[src/include/cvita_consts.svh]
////////////////////////////////////////////////////////////
// cvita constants
// line, field widths and build options shared by the
// cvita inspection blocks
////////////////////////////////////////////////////////////
`ifndef CVITA_CONSTS_SVH
`define CVITA_CONSTS_SVH

// one cvita line per stream beat
`define CVITA_DATA_W 64

// 1 keeps header and time registered for the whole packet
`define CVITA_HDR_REGISTER 1

// header field widths
`define CVITA_SEQ_W 12
`define CVITA_LEN_W 16

// sequence numbers wrap at this value
`define CVITA_SEQ_MOD 4096

`endif
[src/hw/cvita_pkg.sv]
////////////////////////////////////////////////////////////
// cvita types
// header layout, line views and the per-packet status record
////////////////////////////////////////////////////////////
`include "cvita_consts.svh"

package cvita_pkg;

  // first line of every cvita packet, msb first
  typedef struct packed {
    logic [1:0]                 pkt_type;
    logic                       has_time;
    logic                       eob;
    logic [`CVITA_SEQ_W-1:0]    seqnum;
    // length in bytes
    logic [`CVITA_LEN_W-1:0]    pkt_len;
    logic [31:0]                sid;
  } cvita_hdr_t;

  // a line is either a header or, on the second beat of a
  // timed packet, the 64-bit vita time
  typedef union packed {
    cvita_hdr_t                 hdr;
    logic [`CVITA_DATA_W-1:0]   vita_time;
  } cvita_line_u;

  // one record per packet, emitted at packet end
  typedef struct packed {
    cvita_hdr_t                 hdr;
    logic [`CVITA_DATA_W-1:0]   vita_time;
    logic [`CVITA_LEN_W-1:0]    beats;
    logic                       len_err;
    logic                       time_err;
    logic                       seq_err;
  } cvita_status_t;

endpackage

[src/hw/cvita_pkt_inspector.sv]
////////////////////////////////////////////////////////////
// cvita packet inspector
// passes a cvita stream through and reports one status
// record per packet
////////////////////////////////////////////////////////////
`include "cvita_consts.svh"

module cvita_pkt_inspector import cvita_pkg::*; (
  input  logic                     clk,
  input  logic                     i_rst_n,
  input  logic                     i_clear,
  input  logic [`CVITA_DATA_W-1:0] i_tdata,
  input  logic                     i_tlast,
  input  logic                     i_tvalid,
  output logic                     o_tready,
  output logic [`CVITA_DATA_W-1:0] o_tdata,
  output logic                     o_tlast,
  output logic                     o_tvalid,
  input  logic                     i_out_tready,
  output logic                     o_status_valid,
  output cvita_status_t            o_status
);

  logic                       hdr_stb;
  cvita_hdr_t                 hdr;
  logic                       time_stb;
  logic [`CVITA_DATA_W-1:0]   vita_time;
  logic                       beat;
  logic                       pkt_end;
  logic [`CVITA_LEN_W-1:0]    beats;

  // counter and merger watch the same output handshake as the parser
  assign beat = o_tvalid & i_out_tready;

  cvita_hdr_parser #(
    .REGISTER (`CVITA_HDR_REGISTER)
  ) u_parser (
    .clk          (clk),
    .i_rst_n      (i_rst_n),
    .i_clear      (i_clear),
    .i_tdata      (i_tdata),
    .i_tlast      (i_tlast),
    .i_tvalid     (i_tvalid),
    .o_tready     (o_tready),
    .o_tdata      (o_tdata),
    .o_tlast      (o_tlast),
    .o_tvalid     (o_tvalid),
    .i_out_tready (i_out_tready),
    .o_hdr_stb    (hdr_stb),
    .o_hdr        (hdr),
    .o_time_stb   (time_stb),
    .o_vita_time  (vita_time)
  );

  cvita_beat_counter u_counter (
    .clk       (clk),
    .i_rst_n   (i_rst_n),
    .i_clear   (i_clear),
    .i_beat    (beat),
    .i_last    (o_tlast),
    .o_pkt_end (pkt_end),
    .o_beats   (beats)
  );

  cvita_status_merge u_merge (
    .clk            (clk),
    .i_rst_n        (i_rst_n),
    .i_clear        (i_clear),
    .i_hdr_stb      (hdr_stb),
    .i_hdr          (hdr),
    .i_time_stb     (time_stb),
    .i_vita_time    (vita_time),
    .i_pkt_end      (pkt_end),
    .i_beats        (beats),
    .o_status_valid (o_status_valid),
    .o_status       (o_status)
  );

endmodule

[src/hw/cvita_status_merge.sv]
////////////////////////////////////////////////////////////
// cvita status merger
// joins parser fields and beat count into one checked
// status record per packet
////////////////////////////////////////////////////////////
`include "cvita_consts.svh"

module cvita_status_merge import cvita_pkg::*; (
  input  logic                     clk,
  input  logic                     i_rst_n,
  input  logic                     i_clear,
  input  logic                     i_hdr_stb,
  input  cvita_hdr_t               i_hdr,
  input  logic                     i_time_stb,
  input  logic [`CVITA_DATA_W-1:0] i_vita_time,
  input  logic                     i_pkt_end,
  input  logic [`CVITA_LEN_W-1:0]  i_beats,
  output logic                     o_status_valid,
  output cvita_status_t            o_status
);

  cvita_hdr_t                 hdr_q;
  logic [`CVITA_DATA_W-1:0]   time_q;
  logic [`CVITA_SEQ_W-1:0]    last_seq;
  logic                       seq_seen;
  cvita_hdr_t                 cur_hdr;
  logic [`CVITA_DATA_W-1:0]   cur_time;
  logic [`CVITA_LEN_W:0]      len_ceil;
  logic [`CVITA_SEQ_W-1:0]    seq_expect;
  cvita_status_t              status_d;

  // a new header wipes the time left over from the last packet
  always_ff @(posedge clk) begin
    if (i_hdr_stb) begin
      hdr_q  <= i_hdr;
      time_q <= '0;
    end else if (i_time_stb) begin
      time_q <= i_vita_time;
    end
  end

  // one- and two-beat packets end on the strobe itself
  assign cur_hdr  = i_hdr_stb ? i_hdr : hdr_q;
  assign cur_time = i_time_stb ? i_vita_time : (i_hdr_stb ? '0 : time_q);

  // ceiling of bytes over 8, one bit wider to avoid overflow
  assign len_ceil   = ({1'b0, cur_hdr.pkt_len} + 17'd7) >> 3;
  assign seq_expect = `CVITA_SEQ_W'((int'(last_seq) + 1) % `CVITA_SEQ_MOD);

  always_comb begin
    status_d           = '0;
    status_d.hdr       = cur_hdr;
    status_d.vita_time = cur_time;
    status_d.beats     = i_beats;
    status_d.len_err   = (len_ceil != {1'b0, i_beats});
    status_d.time_err  = cur_hdr.has_time && (i_beats < 2);
    status_d.seq_err   = seq_seen && (cur_hdr.seqnum != seq_expect);
  end

  always_ff @(posedge clk or negedge i_rst_n) begin
    if (!i_rst_n) begin
      o_status_valid <= 1'b0;
      seq_seen       <= 1'b0;
      last_seq       <= '0;
    end else if (i_clear) begin
      o_status_valid <= 1'b0;
      seq_seen       <= 1'b0;
      last_seq       <= '0;
    end else begin
      o_status_valid <= i_pkt_end;
      if (i_pkt_end) begin
        seq_seen <= 1'b1;
        last_seq <= cur_hdr.seqnum;
      end
    end
  end

  always_ff @(posedge clk) begin
    if (i_pkt_end) begin
      o_status <= status_d;
    end
  end

endmodule

[src/hw/cvita_beat_counter.sv]
////////////////////////////////////////////////////////////
// cvita beat counter
// counts accepted lines per packet, pulses at packet end
////////////////////////////////////////////////////////////
`include "cvita_consts.svh"

module cvita_beat_counter (
  input  logic                    clk,
  input  logic                    i_rst_n,
  input  logic                    i_clear,
  // accepted beat on the observed stream
  input  logic                    i_beat,
  input  logic                    i_last,
  output logic                    o_pkt_end,
  output logic [`CVITA_LEN_W-1:0] o_beats
);

  // beats already taken in the current packet
  logic [`CVITA_LEN_W-1:0] cnt;
  logic [`CVITA_LEN_W-1:0] cnt_next;

  // saturate instead of wrapping on very long packets
  assign cnt_next = (cnt == '1) ? cnt : cnt + 1'b1;

  always_ff @(posedge clk or negedge i_rst_n) begin
    if (!i_rst_n) begin
      cnt <= '0;
    end else if (i_clear) begin
      cnt <= '0;
    end else if (i_beat) begin
      if (i_last) begin
        cnt <= '0;
      end else begin
        cnt <= cnt_next;
      end
    end
  end

  // total includes the beat that carries last
  assign o_beats   = cnt_next;
  assign o_pkt_end = i_beat & i_last;

endmodule

[src/hw/cvita_hdr_parser.sv]
////////////////////////////////////////////////////////////
// cvita header parser
// passes the stream through and pulls out the header fields
// and, for timed packets, the vita time of the second line
////////////////////////////////////////////////////////////
`include "cvita_consts.svh"

module cvita_hdr_parser import cvita_pkg::*; #(
  // 0: pass-through, fields only valid with their strobe
  // 1: registered stream, header held for the whole packet
  parameter int REGISTER = `CVITA_HDR_REGISTER
) (
  input  logic                     clk,
  input  logic                     i_rst_n,
  input  logic                     i_clear,
  input  logic [`CVITA_DATA_W-1:0] i_tdata,
  input  logic                     i_tlast,
  input  logic                     i_tvalid,
  output logic                     o_tready,
  output logic [`CVITA_DATA_W-1:0] o_tdata,
  output logic                     o_tlast,
  output logic                     o_tvalid,
  input  logic                     i_out_tready,
  output logic                     o_hdr_stb,
  output cvita_hdr_t               o_hdr,
  output logic                     o_time_stb,
  output logic [`CVITA_DATA_W-1:0] o_vita_time
);

  ////////////////////////////////////////////////////////////
  // stream path
  ////////////////////////////////////////////////////////////
  generate
    if (REGISTER != 0) begin : g_reg
      logic [`CVITA_DATA_W:0] stage_out;

      axis_flop_stage #(
        .WIDTH (`CVITA_DATA_W + 1)
      ) u_stage (
        .clk     (clk),
        .i_rst_n (i_rst_n),
        .i_clear (i_clear),
        .i_data  ({i_tlast, i_tdata}),
        .i_valid (i_tvalid),
        .o_ready (o_tready),
        .o_data  (stage_out),
        .o_valid (o_tvalid),
        .i_ready (i_out_tready)
      );

      assign {o_tlast, o_tdata} = stage_out;
    end else begin : g_pass
      assign o_tdata  = i_tdata;
      assign o_tlast  = i_tlast;
      assign o_tvalid = i_tvalid;
      assign o_tready = i_out_tready;
    end
  endgenerate

  ////////////////////////////////////////////////////////////
  // line tracking
  ////////////////////////////////////////////////////////////
  cvita_line_u                line;
  logic                       beat;
  logic                       first_line;
  logic                       read_time;
  cvita_hdr_t                 hdr_reg;
  logic [`CVITA_DATA_W-1:0]   time_reg;

  assign line = o_tdata;
  assign beat = o_tvalid & i_out_tready;

  always_ff @(posedge clk or negedge i_rst_n) begin
    if (!i_rst_n) begin
      first_line <= 1'b1;
      read_time  <= 1'b0;
    end else if (i_clear) begin
      first_line <= 1'b1;
      read_time  <= 1'b0;
    end else if (beat) begin
      if (first_line) begin
        first_line <= 1'b0;
        read_time  <= line.hdr.has_time;
      end
      if (read_time) begin
        read_time <= 1'b0;
      end
      // a timed packet that ends on its header never reads a time
      if (o_tlast) begin
        first_line <= 1'b1;
        read_time  <= 1'b0;
      end
    end
  end

  assign o_hdr_stb  = first_line & beat;
  assign o_time_stb = read_time & beat;

  always_ff @(posedge clk) begin
    if (o_hdr_stb) begin
      hdr_reg <= line.hdr;
    end
    if (o_time_stb) begin
      time_reg <= line.vita_time;
    end
  end

  // live line during the strobe, held copy for the rest of the packet
  assign o_hdr       = (o_hdr_stb || REGISTER == 0) ? line.hdr : hdr_reg;
  assign o_vita_time = (o_time_stb || REGISTER == 0) ? line.vita_time : time_reg;

endmodule

[src/hw/axis_flop_stage.sv]
////////////////////////////////////////////////////////////
// axis flop stage
// one-entry valid/ready register with full throughput
////////////////////////////////////////////////////////////
module axis_flop_stage #(
  parameter int WIDTH = 65
) (
  input  logic             clk,
  input  logic             i_rst_n,
  input  logic             i_clear,
  // upstream side
  input  logic [WIDTH-1:0] i_data,
  input  logic             i_valid,
  output logic             o_ready,
  // downstream side
  output logic [WIDTH-1:0] o_data,
  output logic             o_valid,
  input  logic             i_ready
);

  // room when empty or when the held beat leaves this cycle
  assign o_ready = ~o_valid | i_ready;

  always_ff @(posedge clk or negedge i_rst_n) begin
    if (!i_rst_n) begin
      o_valid <= 1'b0;
    end else if (i_clear) begin
      o_valid <= 1'b0;
    end else if (o_ready) begin
      o_valid <= i_valid;
    end
  end

  // payload only moves on an accepted input beat
  always_ff @(posedge clk) begin
    if (o_ready && i_valid) begin
      o_data <= i_data;
    end
  end

endmodule

[config.mk]
export PLATFORM = sky130hd
export DESIGN_NAME = cvita_pkt_inspector
export DESIGN_NICKNAME = d
export VERILOG_FILES = /design/src/hw/cvita_pkg.sv /design/src/hw/cvita_pkt_inspector.sv /design/src/hw/cvita_status_merge.sv /design/src/hw/cvita_beat_counter.sv /design/src/hw/cvita_hdr_parser.sv /design/src/hw/axis_flop_stage.sv
export VERILOG_INCLUDE_DIRS = /design/src /design/src/include
export SDC_FILE = /design/constraint.sdc
export NUM_CORES = 1
export LEC_CHECK = 0
export BUFFER_PORTS_ARGS = -buffer_cell sky130_fd_sc_hd__buf_2
export CAP_MARGIN = 15
export CORE_ASPECT_RATIO = 1.25
export CORE_MARGIN = 1
export CORE_UTILIZATION = 54
export CTS_CLUSTER_SIZE = 24
export DETAILED_ROUTE_END_ITERATION = 16
export PLACE_DENSITY = 0.9
export SYNTH_ARGS = -nofsm -noshare
export SYNTH_HDL_FRONTEND = slang
export SYNTH_SLANG_ARGS = --single-unit
[constraint.sdc]
create_clock -name clk -period 7.4 [get_ports clk]
set_clock_uncertainty 0.05 [all_clocks]
set_input_delay 1.48 -clock clk [delete_from_list [all_inputs] [get_ports clk]]
set_output_delay 1.48 -clock clk [all_outputs]
set_load 0.01 [all_outputs]
Word level (Yosys, flattened, before mapping) --
Index checks and enable logic that the tools add are counted.
Operators by class: add/subtract/negate cells 3, order comparisons 1, eq/ne operators 3, muxes and demuxes 22, bitwise gates (word level) 6, reduce and logical (&&, ||, !) cells 6
Operator list (count):
- $mux W64 | 3
- $mux W16 | 4
- $mux W12 | 2
- $add A16 B3 Y17 const B | 1
- $add A16 B1 Y16 const B | 1
- $eq A16 B16 Y1 const B | 1
- $lt A16 B2 Y1 const B | 1
- $ne A14 B16 Y1 | 1
- $mux W1 | 13
- $add A12 B1 Y12 const B | 1
- $ne A12 B12 Y1 | 1
- $reduce_bool A2 Y1 | 3
- $and A1 B1 Y1 | 4
- $logic_and A1 B1 Y1 | 3
- $not A1 Y1 | 1
- $or A1 B1 Y1 | 1
Storage, ports and cells: register bits after elaboration 373, output and inout bits 215, word-level logic and storage cells 67

Logic depth before layout (Yosys ltp) --
Gate-level depths: netlist of run 1.
depth after elaboration 5, gate-level depth with buffers 11, mapped depth without buffers 10

Hierarchy --
Synthesis of run 1 repeated with hierarchy kept, for this count alone.
Unflattened totals: cells, all modules 1328, area total of the unflattened synthesis 18133.6 um^2
By module, submodules not included:
- cvita_status_merge | instances 1, cells an instance 823, area each 10585.2 um^2, sequential area each 7327.0 um^2
- cvita_hdr_parser | instances 1, cells an instance 282, area each 4249.1 um^2, sequential area each 2613.8 um^2
- axis_flop_stage | instances 1, cells an instance 70, area each 2011.9 um^2, sequential area each 1976.9 um^2
- cvita_beat_counter | instances 1, cells an instance 152, area each 1281.2 um^2, sequential area each 400.4 um^2
- cvita_pkt_inspector | instances 1, cells an instance 1, area each 6.3 um^2, sequential area each 0.0 um^2

Least setup slack after synthesis of run 1 --
No wires, ideal clock.
path type input to register, start in i_out_tready, end reg u_merge.last_seq[2], arrival 6593 ps, data required time 7000 ps, setup slack 407 ps, stages on the path 5, buffers on the path 3, path through clkbuf_1 and3_1 clkbuf_1 buf_1 a211oi_1
On the way: elaborated cells on any way between the ends 7
RTL lines:
- start, declared | RTL line cvita_pkt_inspector.sv:19 | input logic i_out_tready,
- $and A1 B1 Y1 | RTL line cvita_pkt_inspector.sv:33 | assign beat = o_tvalid & i_out_tready;
- $and A1 B1 Y1 | RTL line cvita_beat_counter.sv:41 | assign o_pkt_end = i_beat & i_last;
- named net pkt_end | RTL line cvita_pkt_inspector.sv:29 | logic pkt_end;
- $reduce_bool A2 Y1 (no line)
- end signal, assigned | RTL line cvita_status_merge.sv:73 | last_seq <= cur_hdr.seqnum;
- end, declared | RTL line cvita_status_merge.sv:24 | logic [`CVITA_SEQ_W-1:0] last_seq;
The timed path passes the listed nets, and every way through them passes these cells. The select of a mux whose other input is x is not followed. A chain may end at the register's enable or synchronous reset.

==> reports/results.ini, run 1 <==
[run_status]
status=complete, no violations

[hold_path]
min_from=u_merge.hdr_q[22]
hold_end=u_merge.hdr_q[22]
min_path_type=flip-flop to flip-flop
min_path_cells=2

[finish]
final_cells=1638
fin_area_mm2=0.0166
utilization=0.674
layout_commonest_cell=buf_2
final_layout_size_suffix_gt1_frac=0.289
final_nets=1349
final_cell_mix=buf_2 (284), edfxtp_1 (212), nand2_1 (160)
syn_to_final_growth_pct=21.6
filler_cell_count=1711

[sta]
setup_violations=0
min_period_over_period=0.584
fmaxAchievable_ghz=0.231
max_slew_margin=0.258
worst_slew_pin_slew_ns=1.11
rsz0062_at_grt=false
timing.final.hold_violations=0
drv_slew=0
tns_ns=0
min_period_ns=4.32

[cts]
cts_buffer_depth=3
cts-root-buf=clkbuf_16
cts_num_sinks=373
cts_setup_buffers=0
cts_buffers=36
cts_tree=yes
h-tree-depth=2
holdBufCountCts=0
cts_resized=0
worstSkewPairLatency_ns=0.52
path_clk_slew_ns=0.06

[worst_setup_path]
regToRegStartpoint=u_parser.first_line
worstRegToRegCells=8
worstSetupPathType=input pin to flip-flop
end_kind=flip-flop
reg2reg_to=u_merge.o_status[2]
crit_required_ns=7.61
cp_slowest_cell=and3_2
regToRegSetupSlack_ns=3.62
slowest_delay_ns=0.94
crit_path_start_kind=input pin
worstPathArrival_ns=4.53
path_cells=buf_2 > and3_2 > nor4_2 > nor2_1 > a2111oi_0 > or3_1 > a21oi_1 > o2111ai_1 > or4_1
path_max_fanout=50

[global_route]
grt_max_degree=76
grtUsageTotal=0.254
grt_pass1_vias=9430
use_met2=0.440
antenna_found_initial=4
met1_usage=0.293
overflow=0
met3_usage=0.0527
grt_pass1_wl_um=50500
busiest_layer=met2

[power]
p_int_uw=3550
clkPwrFrac=0.403
p_seq_frac=0.520
combPwrFrac=0.077
swShare=0.234
power.switching_uw=1080
p_total_uw=4630
vdd_ir_drop_max_uv=228
p_leak_uw=0.00690
p_per_area_mw_per_mm2=279

[drt]
post_drt_via_cell_ratio=5.74
postRouteWirelength_um=32600
first_pass_iters=4
wire_per_inst_um=19.9
remaining_drc_errors=0
ant_nets=0
drt_iter0_markers=640
num_vias=9395

[yosys]
synthCells=1000
synth_cell_types=58
synth-main-ff-cell=edfxtp_1
async_flop_share=0.0885
synthTopCellsByArea=edfxtp_1 (47%), dfxtp_1 (19%), a22o_1 (8.8%)
synth_nets=1072
syn_area_per_cell_um2=13.7
ys_seq_area_frac=0.714
synth_top_area_frac=0.466
synth_edf_count=212
syn_area_mm2=0.0137
yosysTopAreaCell=edfxtp_1
ys_warn_count=0
ys_seq_elements=373

[floorplan]
dieArea_mm2=0.0259
core_area_mm2=0.0247
start_util=0.554
die_w_um=144
ios=285
die_y_um=180
std_cell_rows=64

[placed_design]
place_hpwl_um=21100
dp_cells=1569
io_buffers=284
dpl-instance-area_mm2=0.0154
place_congestion=0.879

[job]
drv_cap=0

critical path, delay by kind of cell:
kind,cells,cell delay [ns]
buffers and inverters,1,0.19
AND/OR/NAND/NOR,5,2.39
AO/OA/AOI/OAI,3,0.45
flip-flops by register name, summed over array words and instances, names as in the netlist:
| signal | cells |
|---|---|
| u_parser.first_line | 1 |
| u_merge.o_status | 147 |
| u_parser.read_time | 1 |
| u_parser.g_reg.u_stage.o_valid | 1 |
| u_merge.time_q | 64 |
| u_parser.g_reg.u_stage.o_data | 65 |
| u_merge.seq_seen | 1 |
| u_merge.o_status_valid | 1 |
| u_merge.hdr_q | 64 |
| u_counter.cnt | 16 |
| u_merge.last_seq | 12 |
power groups by stage:
stage                     sequential [uW]  clock [uW]  combinational (uW)
final                                2410        1870                 357
after global routing                 2420        1970                 391
after CTS                            2410        1890                 356
after detailed placement             2450           0                 351
after global placement               2440           0                 333
after floorplan                      2450           0                 208
cell type report:
| class | instances | area [um2] | area share |
|---|---|---|---|
| flip-flops and latches | 373 | 9760 | 0.587 |
| well taps | 330 | 413 | 0.0249 |
| diodes | 3 | 7.51 | 0.000452 |
| inverters | 26 | 97.6 | 0.00587 |
| repair buffers | 292 | 1480 | 0.0892 |
| clock inverters | 22 | 223 | 0.0134 |
| clock buffers | 44 | 1000 | 0.0604 |
| multi-input cells | 548 | 3630 | 0.219 |
cell usage after synthesis (3+ instances only):
library cell / instances
xnor2_1: 25
nand2_1: 160
dfrtp_1: 32
nor3_1: 14
o31ai_1: 3
o21ai_0: 12
a211oi_1: 16
a31oi_1: 3
dfxtp_1: 128
mux2i_1: 22
a22o_1: 137
mux2_2: 6
or3_2: 3
xor2_1: 11
or4_1: 3
nand3_1: 19
nand4_1: 7
inv_1: 26
clkbuf_1: 44
and3_1: 9
nor4_1: 8
a21oi_1: 10
buf_1: 6
o211ai_1: 4
or3_1: 6
nor2_1: 33
and2_1: 3
edfxtp_1: 212
per-layer routing:
metal,vias to the layer above,part of all wire
li1,4262,-
met1,4592,0.38
met2,433,0.50
met3,104,0.067
met4,4,0.052
met5,-,0.00067
worst max-delay path by stage:
stage | endpoint | cells after the start | from | slack (ns)
final | u_merge.o_status[2] | 9 | i_out_tready | 3.08
after global routing | u_merge.o_status[2] | 9 | i_out_tready | 2.91
after floorplan | u_merge.last_seq[2] | 5 | i_out_tready | 0.41
after CTS | u_merge.o_status[2] | 9 | i_out_tready | 3.09
after global placement | u_merge.o_status[2] | 9 | i_out_tready | 2.61
after detailed placement | u_merge.o_status[2] | 9 | i_out_tready | 2.54
per-stage QoR:
stage / hold slack [ns] / worst slack, ns
2_1_floorplan: 0.364 / 0.407
3_3_place_gp: 0.373 / 2.61
3_5_place_dp: 0.383 / 2.54
4_1_cts: 0.400 / 3.09
5_1_grt: 0.416 / 2.91
6_report: 0.398 / 3.08
logic make-up (layout without fill, tap and decap cells):
kind of cell / Yosys count / in the layout / synth area share
flops: 373 / 373 / 0.714
simple gates: 282 / 282 / 0.0961
xor+xnor: 37 / 37 / 0.0251
mux: 29 / 29 / 0.0227
other cells: 0 / 3 / 0
compound gates: 198 / 198 / 0.117
buf+inv: 79 / 384 / 0.0226
fa+ha+maj: 2 / 2 / 0.00183
No activity file was read; power rests on OpenSTA's default activity.
==> inputs of run 2 (changes only) <==
CORE_UTILIZATION = 49   (was 54)
PLACE_DENSITY = 0.87   (was 0.9)
clock period = 3.9 ns   (was 7.4 ns; I/O delays follow)
==> run 2 against run 1 <==
Against the previous run:
- final cell count is 2.1% higher
- count of clock-buffer cells in the layout is 5 higher
- power is 97% higher
- wire length is 4.1% higher
- flip-flop and latch count stayed put
- register-to-register slack worse by 3.1 ns
- hold slack worse by 0.12 ns
- first-iteration DRC count is 12% higher
- via count is 0.50% lower
- non-clock buffer count is 17 higher
- clock power is 110% higher
==> reports/results.ini, run 2 (synthesized netlist as in run 1, its figures left out) <==
[finish]
final_layout_size_suffix_gt1_frac=0.298  ; +0.00869
syn_to_final_growth_pct=23.7
multi_input_area_mm2=0.00363  ; unchanged
final_cell_mix=buf_2 (284), edfxtp_1 (212), nand2_1 (160)
largest_register=u_merge.o_status
final_nets=1367  ; +1.3%
largest_reg_flops=147  ; unchanged
layout_commonest_cell=buf_2
filler_cell_count=1979  ; +16%
largest_registers=u_merge.o_status: 147 flops, u_parser.g_reg.u_stage.o_data: 65 flops
regArea_mm2=0.00976  ; unchanged

[worst_setup_path]
worstPathArrival_ns=3.61  ; -0.92 ns
crit_path_start_kind=flip-flop
end_kind=flip-flop
slowest_delay_ns=0.79  ; -0.15 ns
worstRegToRegCells=9  ; +1
crit_required_ns=4.11  ; -3.50 ns
reg2reg_to=u_merge.o_status[2]
cp_slowest_cell=or4_1
cp_common_cell=or4_1
regToRegStartpoint=u_counter.cnt[1]
worst-path-buf-inv=0  ; -1
worstSetupPathType=flip-flop to flip-flop
path_cells=ha_1 > nand3_1 > or4_1 > mux2i_4 > xor2_1 > mux2i_1 > o21ai_1 > o2111ai_1 > or4_1
regToRegSetupSlack_ns=0.50  ; -3.12 ns
path_max_fanout=8  ; -84%
critPathTopFamily=simple AND/OR/NAND/NOR gates

[floorplan]
dieArea_mm2=0.0286  ; +10%
core_area_mm2=0.0271  ; +9.8%
die_w_um=151  ; +4.9%
std_cell_rows=67  ; +4.7%
ios=285  ; unchanged
die_y_um=189  ; +4.9%
start_util=0.504  ; -0.0494

[placed_design]
place_hpwl_um=22500  ; +7.1%
io_buffers=284  ; unchanged
post-place-ws_ns=0.445  ; -2.10 ns
place_congestion=0.942  ; +7.1%

[run_status]
status=complete, no violations

[global_route]
grt_pass1_vias=9391  ; -0.41%
grt_pass1_wl_um=52000  ; +3.0%
antenna_found_initial=3  ; -1
overflow=0  ; unchanged
grtUsageTotal=0.238  ; -0.0165
grt_max_degree=73  ; -3.9%

[cts]
h-tree-depth=2  ; unchanged
worstSkewPairLatency_ns=0.52  ; about the same
cts_num_sinks=373  ; unchanged
cts_buffers=37  ; +2.8%
cts-root-buf=clkbuf_16
path_clk_slew_ns=0.07  ; about the same
holdBufCountCts=0  ; unchanged
cts_setup_buffers=0  ; unchanged
cts_resized=0  ; unchanged
cts_buffer_depth=3  ; unchanged
cts_tree=yes

[drt]
first_pass_iters=5  ; +1
num_vias=9348  ; -0.50%
post_drt_via_cell_ratio=5.59  ; -2.5%
ant_nets=0  ; unchanged
wire_per_inst_um=20.3  ; +2.0%
remaining_drc_errors=0  ; unchanged
postRouteWirelength_um=33900  ; +4.1%
drt_iter0_markers=716  ; +12%

[sta]
setup_violations=0  ; unchanged
max_slew_margin=0.348  ; +0.0905
layout_setup_ws_ns=0.496  ; -2.58 ns
worst_slew_pin_slew_ns=0.977  ; -0.136 ns
min_period_over_period=0.873
timing.final.hold_violations=0  ; unchanged
min_period_ns=3.40
rsz0062_at_grt=false
fmaxAchievable_ghz=0.294
tns_ns=0  ; unchanged
drv_slew=0  ; unchanged

[power]
p_total_uw=9110  ; +97%
p_leak_uw=0.00704  ; +2.1%
p_per_area_mw_per_mm2=539  ; +93%
vdd_ir_drop_max_uv=459  ; +100%

[job]
drv_cap=0  ; unchanged

[hold_path]
min_path_type=input pin to async pin

[run 2: changes by cell type in the layout (fill, tap and decap cells not counted), sizes merged]
cell    previous run  this run
inv               28        29
clkbuf            44        49
clkinv            15         7
bufinv             3         7
buf              292       309
[run 2: metal layers]
metal	global-route usage	vias to the layer above	share of wire
li1	-	4296	-
met1	0.297	4574	0.39
met2	0.403	408	0.51
met3	0.0431	70	0.068
met4	0.0985	0	0.032
met5	0	-	0
[run 2: cell type report]
class	instances	area share
timing repair buffer	309	0.0974
sequential	373	0.577
tap	345	0.0255
clock buffer	49	0.0618
clock inverter	19	0.0168
multi-input combinational	548	0.215
inverter	26	0.00578
antenna	3	0.000444
[run 2: worst max path at each step]
stage | start | endpoint | slack, ns | cells after the start
6_report | u_counter.cnt[1] | u_merge.o_status[2] | 0.50 | 9
5_1_grt | u_counter.cnt[1] | u_merge.o_status[2] | 0.29 | 9
3_5_place_dp | i_out_tready | u_merge.o_status[2] | 0.44 | 9
3_3_place_gp | i_out_tready | u_merge.o_status[2] | 0.52 | 9
4_1_cts | u_counter.cnt[1] | u_merge.o_status[2] | 0.54 | 9
2_1_floorplan | i_out_tready | u_merge.o_status[0] | 0.17 | 4
[run 2: stage by stage]
step,cell area (um2),utilization,hold slack (ns),std cells
after floorplan,13700,-,0.364,1000
after global placement,15600,0.575,0.373,1601
after detailed placement,15600,0.575,0.383,1601
after CTS,16900,0.624,0.316,1669
after global routing,16900,0.624,0.347,1671
final,16900,0.624,0.283,1672
[run 2: power by group]
group | internal, uW | leakage (uW) | total, uW | switching (uW)
clock | 2360 | 0.000646 | 3840 | 1480
combinational | 254 | 0.00291 | 694 | 440
sequential | 4430 | 0.00349 | 4570 | 133
total | 7050 | 0.00704 | 9110 | 2050
